$ cat config.mk
export PLATFORM = sky130hd
export DESIGN_NAME = blimp_core
export DESIGN_NICKNAME = d
export VERILOG_FILES = /design/src/logic/blimp_pkg.sv /design/src/logic/blimp_x2w_if.sv /design/src/logic/blimp_reg_file.sv /design/src/logic/blimp_seq_counter.sv /design/src/logic/blimp_decode_issue.sv /design/src/logic/blimp_alu_unit.sv /design/src/logic/blimp_mul_unit.sv /design/src/logic/blimp_writeback_commit.sv /design/src/logic/blimp_core.sv
export SDC_FILE = /design/constraint.sdc
export NUM_CORES = 2
export LEC_CHECK = 0
export BUFFER_PORTS_ARGS = -buffer_cell sky130_fd_sc_hd__buf_2
export CAP_MARGIN = 10
export CORE_ASPECT_RATIO = 0.6
export CORE_MARGIN = 3
export CORE_UTILIZATION = 65
export DETAILED_ROUTE_END_ITERATION = 10
export MAX_ROUTING_LAYER = met4
export PLACE_DENSITY = 0.94
export REMOVE_ABC_BUFFERS = 1
export SETUP_SLACK_MARGIN = 0.15
export SYNTH_ARGS = -nofsm -noshare
export SYNTH_HDL_FRONTEND = slang
export SYNTH_SLANG_ARGS = --single-unit
$ cat constraint.sdc
create_clock -name clk -period 11.35 [get_ports clk]
set_input_delay 0.5675 -clock clk [delete_from_list [all_inputs] [get_ports clk]]
set_output_delay 0.5675 -clock clk [all_outputs]
set_load 0.01 [all_outputs]
$ cat src/logic/blimp_pkg.sv
/*
 * Shared sizing and encodings for the out-of-order completion core slice.
 * ROB_DEPTH must equal 2**SEQ_W so that sequence numbers index the buffer.
 * Register addresses must cover NUM_REGS, so REG_AW = log2(NUM_REGS).
 */

package blimp_pkg;

  // ------------------------------
  // Sizing
  // ------------------------------

  // Datapath width
  localparam int DATA_W     = 32;
  // Architectural registers and their address width
  localparam int NUM_REGS   = 8;
  localparam int REG_AW     = 3;
  // Reorder buffer, one entry per sequence number
  localparam int ROB_DEPTH  = 8;
  localparam int SEQ_W      = 3;
  // Immediate field, zero-extended by OP_LI
  localparam int IMM_W      = 16;
  // Multiplier pipeline depth
  localparam int MUL_STAGES = 4;

  // ------------------------------
  // Encodings
  // ------------------------------

  // Opcodes; only OP_MUL goes to the multiplier
  typedef enum logic [2:0] {
    OP_ADD = 3'd0,
    OP_SUB = 3'd1,
    OP_AND = 3'd2,
    OP_LI  = 3'd3,
    OP_MUL = 3'd4
  } blimp_op_e;

  // Decode stage register state
  typedef enum logic {
    D_EMPTY = 1'b0,
    D_HELD  = 1'b1
  } blimp_dstate_e;

endpackage

$ cat src/logic/blimp_x2w_if.sv
/*
 * One completion from an execute pipe to the writeback/commit unit.
 * val is a single-cycle strobe; the receiver never back-pressures.
 */

`timescale 1ns/1ps

interface blimp_x2w_if ();

  import blimp_pkg::*;

  // Completion strobe
  logic              val;
  // Reorder-buffer tag of the finished instruction
  logic [SEQ_W-1:0]  seq_num;
  // Destination register and result
  logic [REG_AW-1:0] waddr;
  logic [DATA_W-1:0] wdata;

  // Execute pipe side
  modport pub (
    output val,
    output seq_num,
    output waddr,
    output wdata
  );

  // Commit unit side
  modport sub (
    input  val,
    input  seq_num,
    input  waddr,
    input  wdata
  );

endinterface

$ cat src/logic/blimp_reg_file.sv
/*
 * Architectural register file, written only at commit.
 * Reads are combinational with no write bypass; a write shows up next cycle.
 */

`timescale 1ns/1ps

module blimp_reg_file (
  input  logic                          clk,
  input  logic                          rst_n,
  input  logic [blimp_pkg::REG_AW-1:0]  raddr0,
  input  logic [blimp_pkg::REG_AW-1:0]  raddr1,
  input  logic                          wen,
  input  logic [blimp_pkg::REG_AW-1:0]  waddr,
  input  logic [blimp_pkg::DATA_W-1:0]  wdata,
  output logic [blimp_pkg::DATA_W-1:0]  rdata0,
  output logic [blimp_pkg::DATA_W-1:0]  rdata1
);

  import blimp_pkg::*;

  logic [DATA_W-1:0] regs_q [NUM_REGS];

  // Committed state, all zero out of reset
  always_ff @(posedge clk or negedge rst_n) begin
    if (!rst_n) begin
      for (int i = 0; i < NUM_REGS; i++) begin
        regs_q[i] <= '0;
      end
    end else if (wen) begin
      regs_q[waddr] <= wdata;
    end
  end

  // Operand reads for the held instruction
  assign rdata0 = regs_q[raddr0];
  assign rdata1 = regs_q[raddr1];

endmodule

$ cat src/logic/blimp_seq_counter.sv
/*
 * Sequence-number allocator for the reorder buffer.
 * Tail advances on issue, head on commit, both wrap modulo ROB_DEPTH.
 * Occupancy counts up to ROB_DEPTH, so full and empty stay distinct.
 */

`timescale 1ns/1ps

module blimp_seq_counter (
  input  logic                         clk,
  input  logic                         rst_n,
  input  logic                         issue,
  input  logic                         commit_val,
  output logic [blimp_pkg::SEQ_W-1:0]  alloc_seq,
  output logic [blimp_pkg::SEQ_W-1:0]  head_seq,
  output logic                         rob_full
);

  import blimp_pkg::*;

  logic [SEQ_W-1:0] tail_q;
  logic [SEQ_W-1:0] head_q;
  logic [SEQ_W:0]   occ_q;

  always_ff @(posedge clk or negedge rst_n) begin
    if (!rst_n) begin
      tail_q <= '0;
      head_q <= '0;
      occ_q  <= '0;
    end else begin
      // Pointers wrap by natural overflow
      if (issue) begin
        tail_q <= tail_q + 1'b1;
      end
      if (commit_val) begin
        head_q <= head_q + 1'b1;
      end
      // Issue and commit together cancel out
      case ({issue, commit_val})
        2'b10:   occ_q <= occ_q + 1'b1;
        2'b01:   occ_q <= occ_q - 1'b1;
        default: occ_q <= occ_q;
      endcase
    end
  end

  assign alloc_seq = tail_q;
  assign head_seq  = head_q;
  assign rob_full  = (occ_q == (SEQ_W + 1)'(ROB_DEPTH));

  // Decode must respect full
  a_no_issue_full : assert property (@(posedge clk) disable iff (!rst_n)
    issue |-> !rob_full);

  // Commit unit only drains live entries
  a_no_commit_empty : assert property (@(posedge clk) disable iff (!rst_n)
    commit_val |-> (occ_q != '0));

endmodule

$ cat src/logic/blimp_decode_issue.sv
/*
 * In-order decode/issue stage holding one instruction.
 * A per-register scoreboard stalls on any pending write, no renaming.
 * A held instruction and a new one can swap in the same cycle.
 */

`timescale 1ns/1ps

module blimp_decode_issue (
  input  logic                          clk,
  input  logic                          rst_n,
  // Instruction in
  input  logic                          inst_val,
  input  blimp_pkg::blimp_op_e          inst_op,
  input  logic [blimp_pkg::REG_AW-1:0]  inst_waddr,
  input  logic [blimp_pkg::REG_AW-1:0]  inst_raddr0,
  input  logic [blimp_pkg::REG_AW-1:0]  inst_raddr1,
  input  logic [blimp_pkg::IMM_W-1:0]   inst_imm,
  output logic                          inst_stall,
  // Register file reads
  output logic [blimp_pkg::REG_AW-1:0]  raddr0,
  output logic [blimp_pkg::REG_AW-1:0]  raddr1,
  input  logic [blimp_pkg::DATA_W-1:0]  rdata0,
  input  logic [blimp_pkg::DATA_W-1:0]  rdata1,
  // Sequence allocation
  input  logic [blimp_pkg::SEQ_W-1:0]   alloc_seq,
  input  logic                          rob_full,
  output logic                          issue,
  // Commit notification
  input  logic                          commit_val,
  input  logic [blimp_pkg::REG_AW-1:0]  commit_waddr,
  // ALU dispatch
  output logic                          alu_val,
  output blimp_pkg::blimp_op_e          alu_op,
  output logic [blimp_pkg::DATA_W-1:0]  alu_a,
  output logic [blimp_pkg::DATA_W-1:0]  alu_b,
  output logic [blimp_pkg::SEQ_W-1:0]   alu_seq_num,
  output logic [blimp_pkg::REG_AW-1:0]  alu_waddr,
  // Multiplier dispatch
  output logic                          mul_val,
  output logic [blimp_pkg::DATA_W-1:0]  mul_a,
  output logic [blimp_pkg::DATA_W-1:0]  mul_b,
  output logic [blimp_pkg::SEQ_W-1:0]   mul_seq_num,
  output logic [blimp_pkg::REG_AW-1:0]  mul_waddr
);

  import blimp_pkg::*;

  blimp_dstate_e       state_q;
  blimp_op_e           st_op_q;
  logic [REG_AW-1:0]   st_waddr_q;
  logic [REG_AW-1:0]   st_raddr0_q;
  logic [REG_AW-1:0]   st_raddr1_q;
  logic [IMM_W-1:0]    st_imm_q;
  logic [NUM_REGS-1:0] sb_q;
  logic                hazard;
  logic                accept;
  logic [DATA_W-1:0]   opnd_a;

  // ------------------------------
  // Issue check
  // ------------------------------

  // Sources, destination and buffer space
  assign hazard = sb_q[st_raddr0_q] | sb_q[st_raddr1_q] | sb_q[st_waddr_q] | rob_full;

  assign issue      = (state_q == D_HELD) && !hazard;
  assign inst_stall = (state_q == D_HELD) && hazard;
  assign accept     = inst_val && !inst_stall;

  // ------------------------------
  // Stage FSM and register
  // ------------------------------

  // New arrival wins over an issue that empties the stage
  always_ff @(posedge clk or negedge rst_n) begin
    if (!rst_n) begin
      state_q <= D_EMPTY;
    end else if (accept) begin
      state_q <= D_HELD;
    end else if (issue) begin
      state_q <= D_EMPTY;
    end
  end

  always_ff @(posedge clk) begin
    if (accept) begin
      st_op_q     <= inst_op;
      st_waddr_q  <= inst_waddr;
      st_raddr0_q <= inst_raddr0;
      st_raddr1_q <= inst_raddr1;
      st_imm_q    <= inst_imm;
    end
  end

  // ------------------------------
  // Scoreboard
  // ------------------------------

  // Commit clears, issue sets; never the same bit in one cycle
  always_ff @(posedge clk or negedge rst_n) begin
    if (!rst_n) begin
      sb_q <= '0;
    end else begin
      if (commit_val) begin
        sb_q[commit_waddr] <= 1'b0;
      end
      if (issue) begin
        sb_q[st_waddr_q] <= 1'b1;
      end
    end
  end

  // ------------------------------
  // Operands and dispatch
  // ------------------------------

  assign raddr0 = st_raddr0_q;
  assign raddr1 = st_raddr1_q;

  // Load-immediate takes the zero-extended immediate as operand a
  assign opnd_a = (st_op_q == OP_LI) ? DATA_W'(st_imm_q) : rdata0;

  assign alu_val     = issue && (st_op_q != OP_MUL);
  assign alu_op      = st_op_q;
  assign alu_a       = opnd_a;
  assign alu_b       = rdata1;
  assign alu_seq_num = alloc_seq;
  assign alu_waddr   = st_waddr_q;

  assign mul_val     = issue && (st_op_q == OP_MUL);
  assign mul_a       = rdata0;
  assign mul_b       = rdata1;
  assign mul_seq_num = alloc_seq;
  assign mul_waddr   = st_waddr_q;

  // A set on a pending bit would leave a later commit with nothing to clear
  a_sb_clear_pending : assert property (@(posedge clk) disable iff (!rst_n)
    commit_val |-> sb_q[commit_waddr]);

endmodule

$ cat src/logic/blimp_alu_unit.sv
/*
 * Single-cycle ALU pipe with add, subtract, and, load-immediate.
 * For OP_LI the immediate already sits in operand a.
 */

`timescale 1ns/1ps

module blimp_alu_unit (
  input  logic                          clk,
  input  logic                          rst_n,
  input  logic                          alu_val,
  input  blimp_pkg::blimp_op_e          op,
  input  logic [blimp_pkg::DATA_W-1:0]  a,
  input  logic [blimp_pkg::DATA_W-1:0]  b,
  input  logic [blimp_pkg::SEQ_W-1:0]   seq_num,
  input  logic [blimp_pkg::REG_AW-1:0]  waddr,
  blimp_x2w_if.pub                      x2w
);

  import blimp_pkg::*;

  logic [DATA_W-1:0] result;

  always_comb begin
    case (op)
      OP_ADD:  result = a + b;
      OP_SUB:  result = a - b;
      OP_AND:  result = a & b;
      OP_LI:   result = a;
      // OP_MUL never reaches this pipe
      default: result = a + b;
    endcase
  end

  // Completion strobe
  always_ff @(posedge clk or negedge rst_n) begin
    if (!rst_n) begin
      x2w.val <= 1'b0;
    end else begin
      x2w.val <= alu_val;
    end
  end

  // Result with its tag
  always_ff @(posedge clk) begin
    if (alu_val) begin
      x2w.seq_num <= seq_num;
      x2w.waddr   <= waddr;
      x2w.wdata   <= result;
    end
  end

endmodule

$ cat src/logic/blimp_mul_unit.sv
/*
 * Pipelined multiplier, MUL_STAGES deep, one new item per cycle.
 * Result is the low DATA_W bits of the product.
 */

`timescale 1ns/1ps

module blimp_mul_unit (
  input  logic                          clk,
  input  logic                          rst_n,
  input  logic                          mul_val,
  input  logic [blimp_pkg::DATA_W-1:0]  a,
  input  logic [blimp_pkg::DATA_W-1:0]  b,
  input  logic [blimp_pkg::SEQ_W-1:0]   seq_num,
  input  logic [blimp_pkg::REG_AW-1:0]  waddr,
  blimp_x2w_if.pub                      x2w
);

  import blimp_pkg::*;

  logic [MUL_STAGES-1:0] val_q;
  logic [SEQ_W-1:0]      seq_q   [MUL_STAGES];
  logic [REG_AW-1:0]     waddr_q [MUL_STAGES];
  logic [DATA_W-1:0]     prod_q  [MUL_STAGES];
  logic [DATA_W-1:0]     prod_lo;

  // Low half only
  assign prod_lo = a * b;

  // Valid bits shift in with each new dispatch
  always_ff @(posedge clk or negedge rst_n) begin
    if (!rst_n) begin
      val_q <= '0;
    end else begin
      val_q <= {val_q[MUL_STAGES-2:0], mul_val};
    end
  end

  // Product and tag travel together, every stage independent
  always_ff @(posedge clk) begin
    seq_q[0]   <= seq_num;
    waddr_q[0] <= waddr;
    prod_q[0]  <= prod_lo;
    for (int s = 1; s < MUL_STAGES; s++) begin
      seq_q[s]   <= seq_q[s-1];
      waddr_q[s] <= waddr_q[s-1];
      prod_q[s]  <= prod_q[s-1];
    end
  end

  // Last stage completes
  assign x2w.val     = val_q[MUL_STAGES-1];
  assign x2w.seq_num = seq_q[MUL_STAGES-1];
  assign x2w.waddr   = waddr_q[MUL_STAGES-1];
  assign x2w.wdata   = prod_q[MUL_STAGES-1];

endmodule

$ cat src/logic/blimp_writeback_commit.sv
/*
 * Reorder buffer written by completion tag, drained in order from the head.
 * Accepts one ALU and one multiplier completion per cycle, no back-pressure.
 * Commit is combinational from the head entry; the trace is registered.
 */

`timescale 1ns/1ps

module blimp_writeback_commit (
  input  logic                          clk,
  input  logic                          rst_n,
  blimp_x2w_if.sub                      alu_x2w,
  blimp_x2w_if.sub                      mul_x2w,
  input  logic [blimp_pkg::SEQ_W-1:0]   head_seq,
  // Commit to register file, scoreboard and counter
  output logic                          commit_val,
  output logic [blimp_pkg::REG_AW-1:0]  commit_waddr,
  output logic [blimp_pkg::DATA_W-1:0]  commit_wdata,
  // Instruction trace
  output logic                          trace_val,
  output logic [blimp_pkg::SEQ_W-1:0]   trace_seq,
  output logic [blimp_pkg::REG_AW-1:0]  trace_waddr,
  output logic [blimp_pkg::DATA_W-1:0]  trace_wdata
);

  import blimp_pkg::*;

  logic [ROB_DEPTH-1:0] done_q;
  logic [REG_AW-1:0]    waddr_q [ROB_DEPTH];
  logic [DATA_W-1:0]    wdata_q [ROB_DEPTH];

  // ------------------------------
  // Done flags
  // ------------------------------

  // Head clears first, completions then mark their entries
  always_ff @(posedge clk or negedge rst_n) begin
    if (!rst_n) begin
      done_q <= '0;
    end else begin
      if (commit_val) begin
        done_q[head_seq] <= 1'b0;
      end
      if (alu_x2w.val) begin
        done_q[alu_x2w.seq_num] <= 1'b1;
      end
      if (mul_x2w.val) begin
        done_q[mul_x2w.seq_num] <= 1'b1;
      end
    end
  end

  // Entry payload
  always_ff @(posedge clk) begin
    if (alu_x2w.val) begin
      waddr_q[alu_x2w.seq_num] <= alu_x2w.waddr;
      wdata_q[alu_x2w.seq_num] <= alu_x2w.wdata;
    end
    if (mul_x2w.val) begin
      waddr_q[mul_x2w.seq_num] <= mul_x2w.waddr;
      wdata_q[mul_x2w.seq_num] <= mul_x2w.wdata;
    end
  end

  // ------------------------------
  // In-order commit and trace
  // ------------------------------

  assign commit_val   = done_q[head_seq];
  assign commit_waddr = waddr_q[head_seq];
  assign commit_wdata = wdata_q[head_seq];

  always_ff @(posedge clk or negedge rst_n) begin
    if (!rst_n) begin
      trace_val <= 1'b0;
    end else begin
      trace_val <= commit_val;
    end
  end

  always_ff @(posedge clk) begin
    if (commit_val) begin
      trace_seq   <= head_seq;
      trace_waddr <= commit_waddr;
      trace_wdata <= commit_wdata;
    end
  end

  // Tags come from the counter, so a live entry is never hit twice
  a_alu_fresh_entry : assert property (@(posedge clk) disable iff (!rst_n)
    alu_x2w.val |-> !done_q[alu_x2w.seq_num]);

  a_mul_fresh_entry : assert property (@(posedge clk) disable iff (!rst_n)
    mul_x2w.val |-> !done_q[mul_x2w.seq_num]);

endmodule

$ cat src/logic/blimp_core.sv
/*
 * Core slice top level: decode/issue, ALU and multiplier pipes, commit.
 * Instructions enter on plain ports and are held while inst_stall is high.
 * The trace reports the sequence number in place of a pc.
 */

`timescale 1ns/1ps

module blimp_core (
  input  logic                          clk,
  input  logic                          rst_n,
  // Instruction in
  input  logic                          inst_val,
  input  blimp_pkg::blimp_op_e          inst_op,
  input  logic [blimp_pkg::REG_AW-1:0]  inst_waddr,
  input  logic [blimp_pkg::REG_AW-1:0]  inst_raddr0,
  input  logic [blimp_pkg::REG_AW-1:0]  inst_raddr1,
  input  logic [blimp_pkg::IMM_W-1:0]   inst_imm,
  output logic                          inst_stall,
  // Instruction trace
  output logic                          trace_val,
  output logic [blimp_pkg::SEQ_W-1:0]   trace_seq,
  output logic [blimp_pkg::REG_AW-1:0]  trace_waddr,
  output logic [blimp_pkg::DATA_W-1:0]  trace_wdata
);

  import blimp_pkg::*;

  // ------------------------------
  // Internal wires
  // ------------------------------

  logic [REG_AW-1:0] raddr0;
  logic [REG_AW-1:0] raddr1;
  logic [DATA_W-1:0] rdata0;
  logic [DATA_W-1:0] rdata1;
  logic [SEQ_W-1:0]  alloc_seq;
  logic [SEQ_W-1:0]  head_seq;
  logic              rob_full;
  logic              issue;
  logic              commit_val;
  logic [REG_AW-1:0] commit_waddr;
  logic [DATA_W-1:0] commit_wdata;
  // ALU dispatch
  logic              alu_val;
  blimp_op_e         alu_op;
  logic [DATA_W-1:0] alu_a;
  logic [DATA_W-1:0] alu_b;
  logic [SEQ_W-1:0]  alu_seq_num;
  logic [REG_AW-1:0] alu_waddr;
  // Multiplier dispatch
  logic              mul_val;
  logic [DATA_W-1:0] mul_a;
  logic [DATA_W-1:0] mul_b;
  logic [SEQ_W-1:0]  mul_seq_num;
  logic [REG_AW-1:0] mul_waddr;

  // Completion paths
  blimp_x2w_if alu_x2w ();
  blimp_x2w_if mul_x2w ();

  // ------------------------------
  // Units
  // ------------------------------

  blimp_decode_issue i_decode_issue (.*);

  blimp_seq_counter i_seq_counter (.*);

  blimp_reg_file i_reg_file (
    .wen   (commit_val),
    .waddr (commit_waddr),
    .wdata (commit_wdata),
    .*
  );

  blimp_alu_unit i_alu_unit (
    .op      (alu_op),
    .a       (alu_a),
    .b       (alu_b),
    .seq_num (alu_seq_num),
    .waddr   (alu_waddr),
    .x2w     (alu_x2w),
    .*
  );

  blimp_mul_unit i_mul_unit (
    .a       (mul_a),
    .b       (mul_b),
    .seq_num (mul_seq_num),
    .waddr   (mul_waddr),
    .x2w     (mul_x2w),
    .*
  );

  blimp_writeback_commit i_writeback_commit (
    .alu_x2w (alu_x2w),
    .mul_x2w (mul_x2w),
    .*
  );

endmodule

==> metrics <==
vias per inst=between 6 and 7; fin cells=between 5000 and 6000; # nets final=5137; DIE WIDTH=approximately 380 um; pins over their slew limit=0; hold path cells=1; fmax=~100 MHz; cell taking the most area after synthesis=edfxtp_1; most frequent cells after synthesis=nor2_1 (593), inv_1 (459), fa_1 (410); Layout Skew=0.03459 ns; via count=38630; CTS H-tree depth=3; maxcap violations=0; share of cells above drive strength 1=0.2068; Slew headroom=0.04448; required time of the worst setup path=between 10 and 15 ns; I/O Buffers=70; worst reg2reg path depth=25; sequential area share after synthesis=0.4103; Yosys warnings=0; starting density of the core=0.6621; CTS tree=yes; Synth Register Bits=825; area delta synth->final=8.616%; Placer Congestion=around 1.0; drc violations=0; Main synth FF type=edfxtp_1; clk slew on worst S/H paths=approximately 0.07 ns; vias in the first global route=39790; routed length per instance=29.58 um; largest net degree at the start of global routing=80; CP Data Arrival Time=around 11 ns; Async SR Flop Fraction=0.3503; initial antenna violation count=3; post-CTS resize count=0; CTS Sinks=between 800 and 900; count of different cell masters after synthesis=86; top-count cell post-synth=nor2_1; area of the mapped netlist=about 53000 um^2; count of final hold-check violations=0; CP max FO=19; num ports=between 70 and 80; design area=about 58000 um^2; Area after DPL=~55000 um^2; Setup crit start kind=flip-flop; Mapped Avg Cell Area=between 10 and 15 um^2; post-CTS setup buffers=0; detailed placement HPWL=113800 um; setup TNS=0 ns; Slew @ Worst Pin=approximately 1.4 ns; global-route wire length before repair=~250000 um; First-pass DRT Iterations=9; DR iter-0 viols=6032; Root Driver=clkbuf_16; hold crit path type=input port to flip-flop; chip height=about 230 um; post-route ant nets=0; fin crit period=10.14 ns; placed insts=between 5000 and 6000; GRT Residual Overflow=0; Row Count=80; outcome=finished, final reports clean; CP Capture Type=flip-flop; Synth area leaders=edfxtp_1 (22%), fa_1 (15%), dfrtp_1 (14%); area share of the largest cell type after synthesis=0.2169; CP Class=flip-flop to flip-flop; die area=85350 um^2; Core ar.=80280 um^2; number of flops mapped to enable cells by yosys=between 300 and 400; Setup violations, final=0; TritonCTS buffer count=75; RSZ-0062 raised after global routing=no; total wire length=between 150000 and 200000 um; fin crit share=0.8938; Post-Synthesis Cells=between 4000 and 5000; Worst-Skew Late Latency=between 0.6 and 0.7 ns; Total GRT Usage=0.4094; clock buffer depth=3
final timing paths:
check                                         endpoint  slack (ns)                      from
setup / recovery              i_mul_unit.prod_q[0][31]        1.21  i_decode_issue.raddr0[1]
hold / removal             i_decode_issue.st_imm_q[12]        0.06              inst_imm[12]
setup reg to reg              i_mul_unit.prod_q[0][31]        1.21  i_decode_issue.raddr0[1]
hold reg to reg                i_mul_unit.prod_q[1][0]        0.33   i_mul_unit.prod_q[0][0]
max in group asynchronous    i_seq_counter.head_seq[2]        8.49                     rst_n
min in group asynchronous        i_reg_file.regs_q[81]        0.48                     rst_n
registers in the layout, indices dropped and copies added, names as in the netlist, 4 cells and up:
name	cells
i_mul_unit.val_q	4
i_reg_file.regs_q	256
i_mul_unit.seq_q	12
i_seq_counter.occ_q	4
i_decode_issue.st_imm_q	16
i_writeback_commit.wdata_q	256
i_decode_issue.sb_q	8
i_writeback_commit.trace_wdata	32
i_writeback_commit.done_q	8
i_writeback_commit.waddr_q	24
i_mul_unit.prod_q	128
i_mul_unit.waddr_q	12
i_alu_unit.x2w.wdata	32
through the flow:
| step | hold WS [ns] | util | setup WS [ns] |
|---|---|---|---|
| 2_1_floorplan | 0.2719 | - | -0.07547 |
| 3_3_place_gp | 0.3098 | 0.6861 | 1.763 |
| 3_5_place_dp | 0.3121 | 0.6862 | 1.591 |
| 4_1_cts | 0.01290 | 0.7181 | 1.465 |
| 5_1_grt | 0.04936 | 0.7191 | 1.069 |
| 6_report | 0.05920 | 0.7192 | 1.206 |
per-layer routing:
| layer | vias up | wire length [um] | track usage |
|---|---|---|---|
| li1 | 15420 | - | - |
| met1 | 19060 | 57590 | 0.5089 |
| met2 | 3468 | 68780 | 0.5504 |
| met3 | 680 | 32160 | 0.2192 |
| met4 | 0 | 9144 | 0.1879 |
| met5 | - | 0 | - |
worst max-delay path: stages, from the launching register on:
cell and delay [ns]:
edfxtp_1 0.91, buf_4 0.43, mux4_2 0.38, o21ai_1 0.93
buf_4 0.37, nor2_1 0.09, fa_1 0.55, inv_1 0.07
fa_1 0.51, fa_1 0.46, fa_1 0.57, inv_1 0.06
fa_1 0.48, fa_1 0.59, fa_1 0.43, fa_1 0.48
ha_1 0.35, and3_1 0.21, a311oi_1 0.33, o311a_1 0.28
nor4b_1 0.08, a31o_2 0.27, o21a_1 0.18, or3b_2 0.44
a221oi_1 0.44, xnor2_1 0.17
what timing repair did:
action,CTS,global route
endpoints found under the hold margin,77,0
hold buffers,1,0
setup endpoints to repair,0,0
cell usage in the layout (no fill, tap or decap), types with 13 or more instances in the layout:
cell | netlist | final
nor2_1 | 593 | 593
mux2i_2 | 9 | 34
mux2i_1 | 101 | 68
dfrtp_1 | 289 | 286
mux2_2 | 294 | 294
nor3_1 | 35 | 35
fa_1 | 410 | 410
nor2b_1 | 23 | 23
clkbuf_1 | 181 | 19
clkbuf_16 | 0 | 81
xnor2_1 | 96 | 96
nand3_1 | 16 | 13
mux4_2 | 171 | 171
o21ai_0 | 162 | 155
dfxtp_1 | 152 | 152
a211oi_1 | 20 | 20
buf_4 | 5 | 130
a21o_1 | 28 | 28
inv_1 | 459 | 458
buf_2 | 11 | 69
nand2_1 | 203 | 200
a21oi_1 | 252 | 251
mux4_1 | 19 | 19
edfxtp_1 | 384 | 384
nand2b_1 | 84 | 84
xor2_1 | 47 | 47
or2_2 | 54 | 54
ha_1 | 161 | 161
clkinv_2 | 0 | 14
cell families (layout without fill, tap and decap cells):
| group | Yosys count | in the layout | synth area share |
|---|---|---|---|
| flops | 825 | 825 | 0.4103 |
| fa+ha+maj | 571 | 571 | 0.1923 |
| other cells | 0 | 4 | 0 |
| mux | 598 | 598 | 0.1673 |
| buf+inv | 711 | 811 | 0.05395 |
| compound gates | 567 | 567 | 0.06165 |
| xor+xnor | 145 | 145 | 0.02429 |
| simple gates | 1081 | 1081 | 0.09021 |
layout make-up:
class	instances	area [um^2]
sequential	825	21810
fill	5025	22550
inverter	461	1730
timing repair buffer	210	1493
antenna	4	10.01
clock inverter	38	425.4
clock buffer	102	2120
multi-input combinational	2962	28810
tap	1066	1334
Power is not shown: default switching activity piles up to over one toggle a cycle in this logic, so the estimate is an artifact.
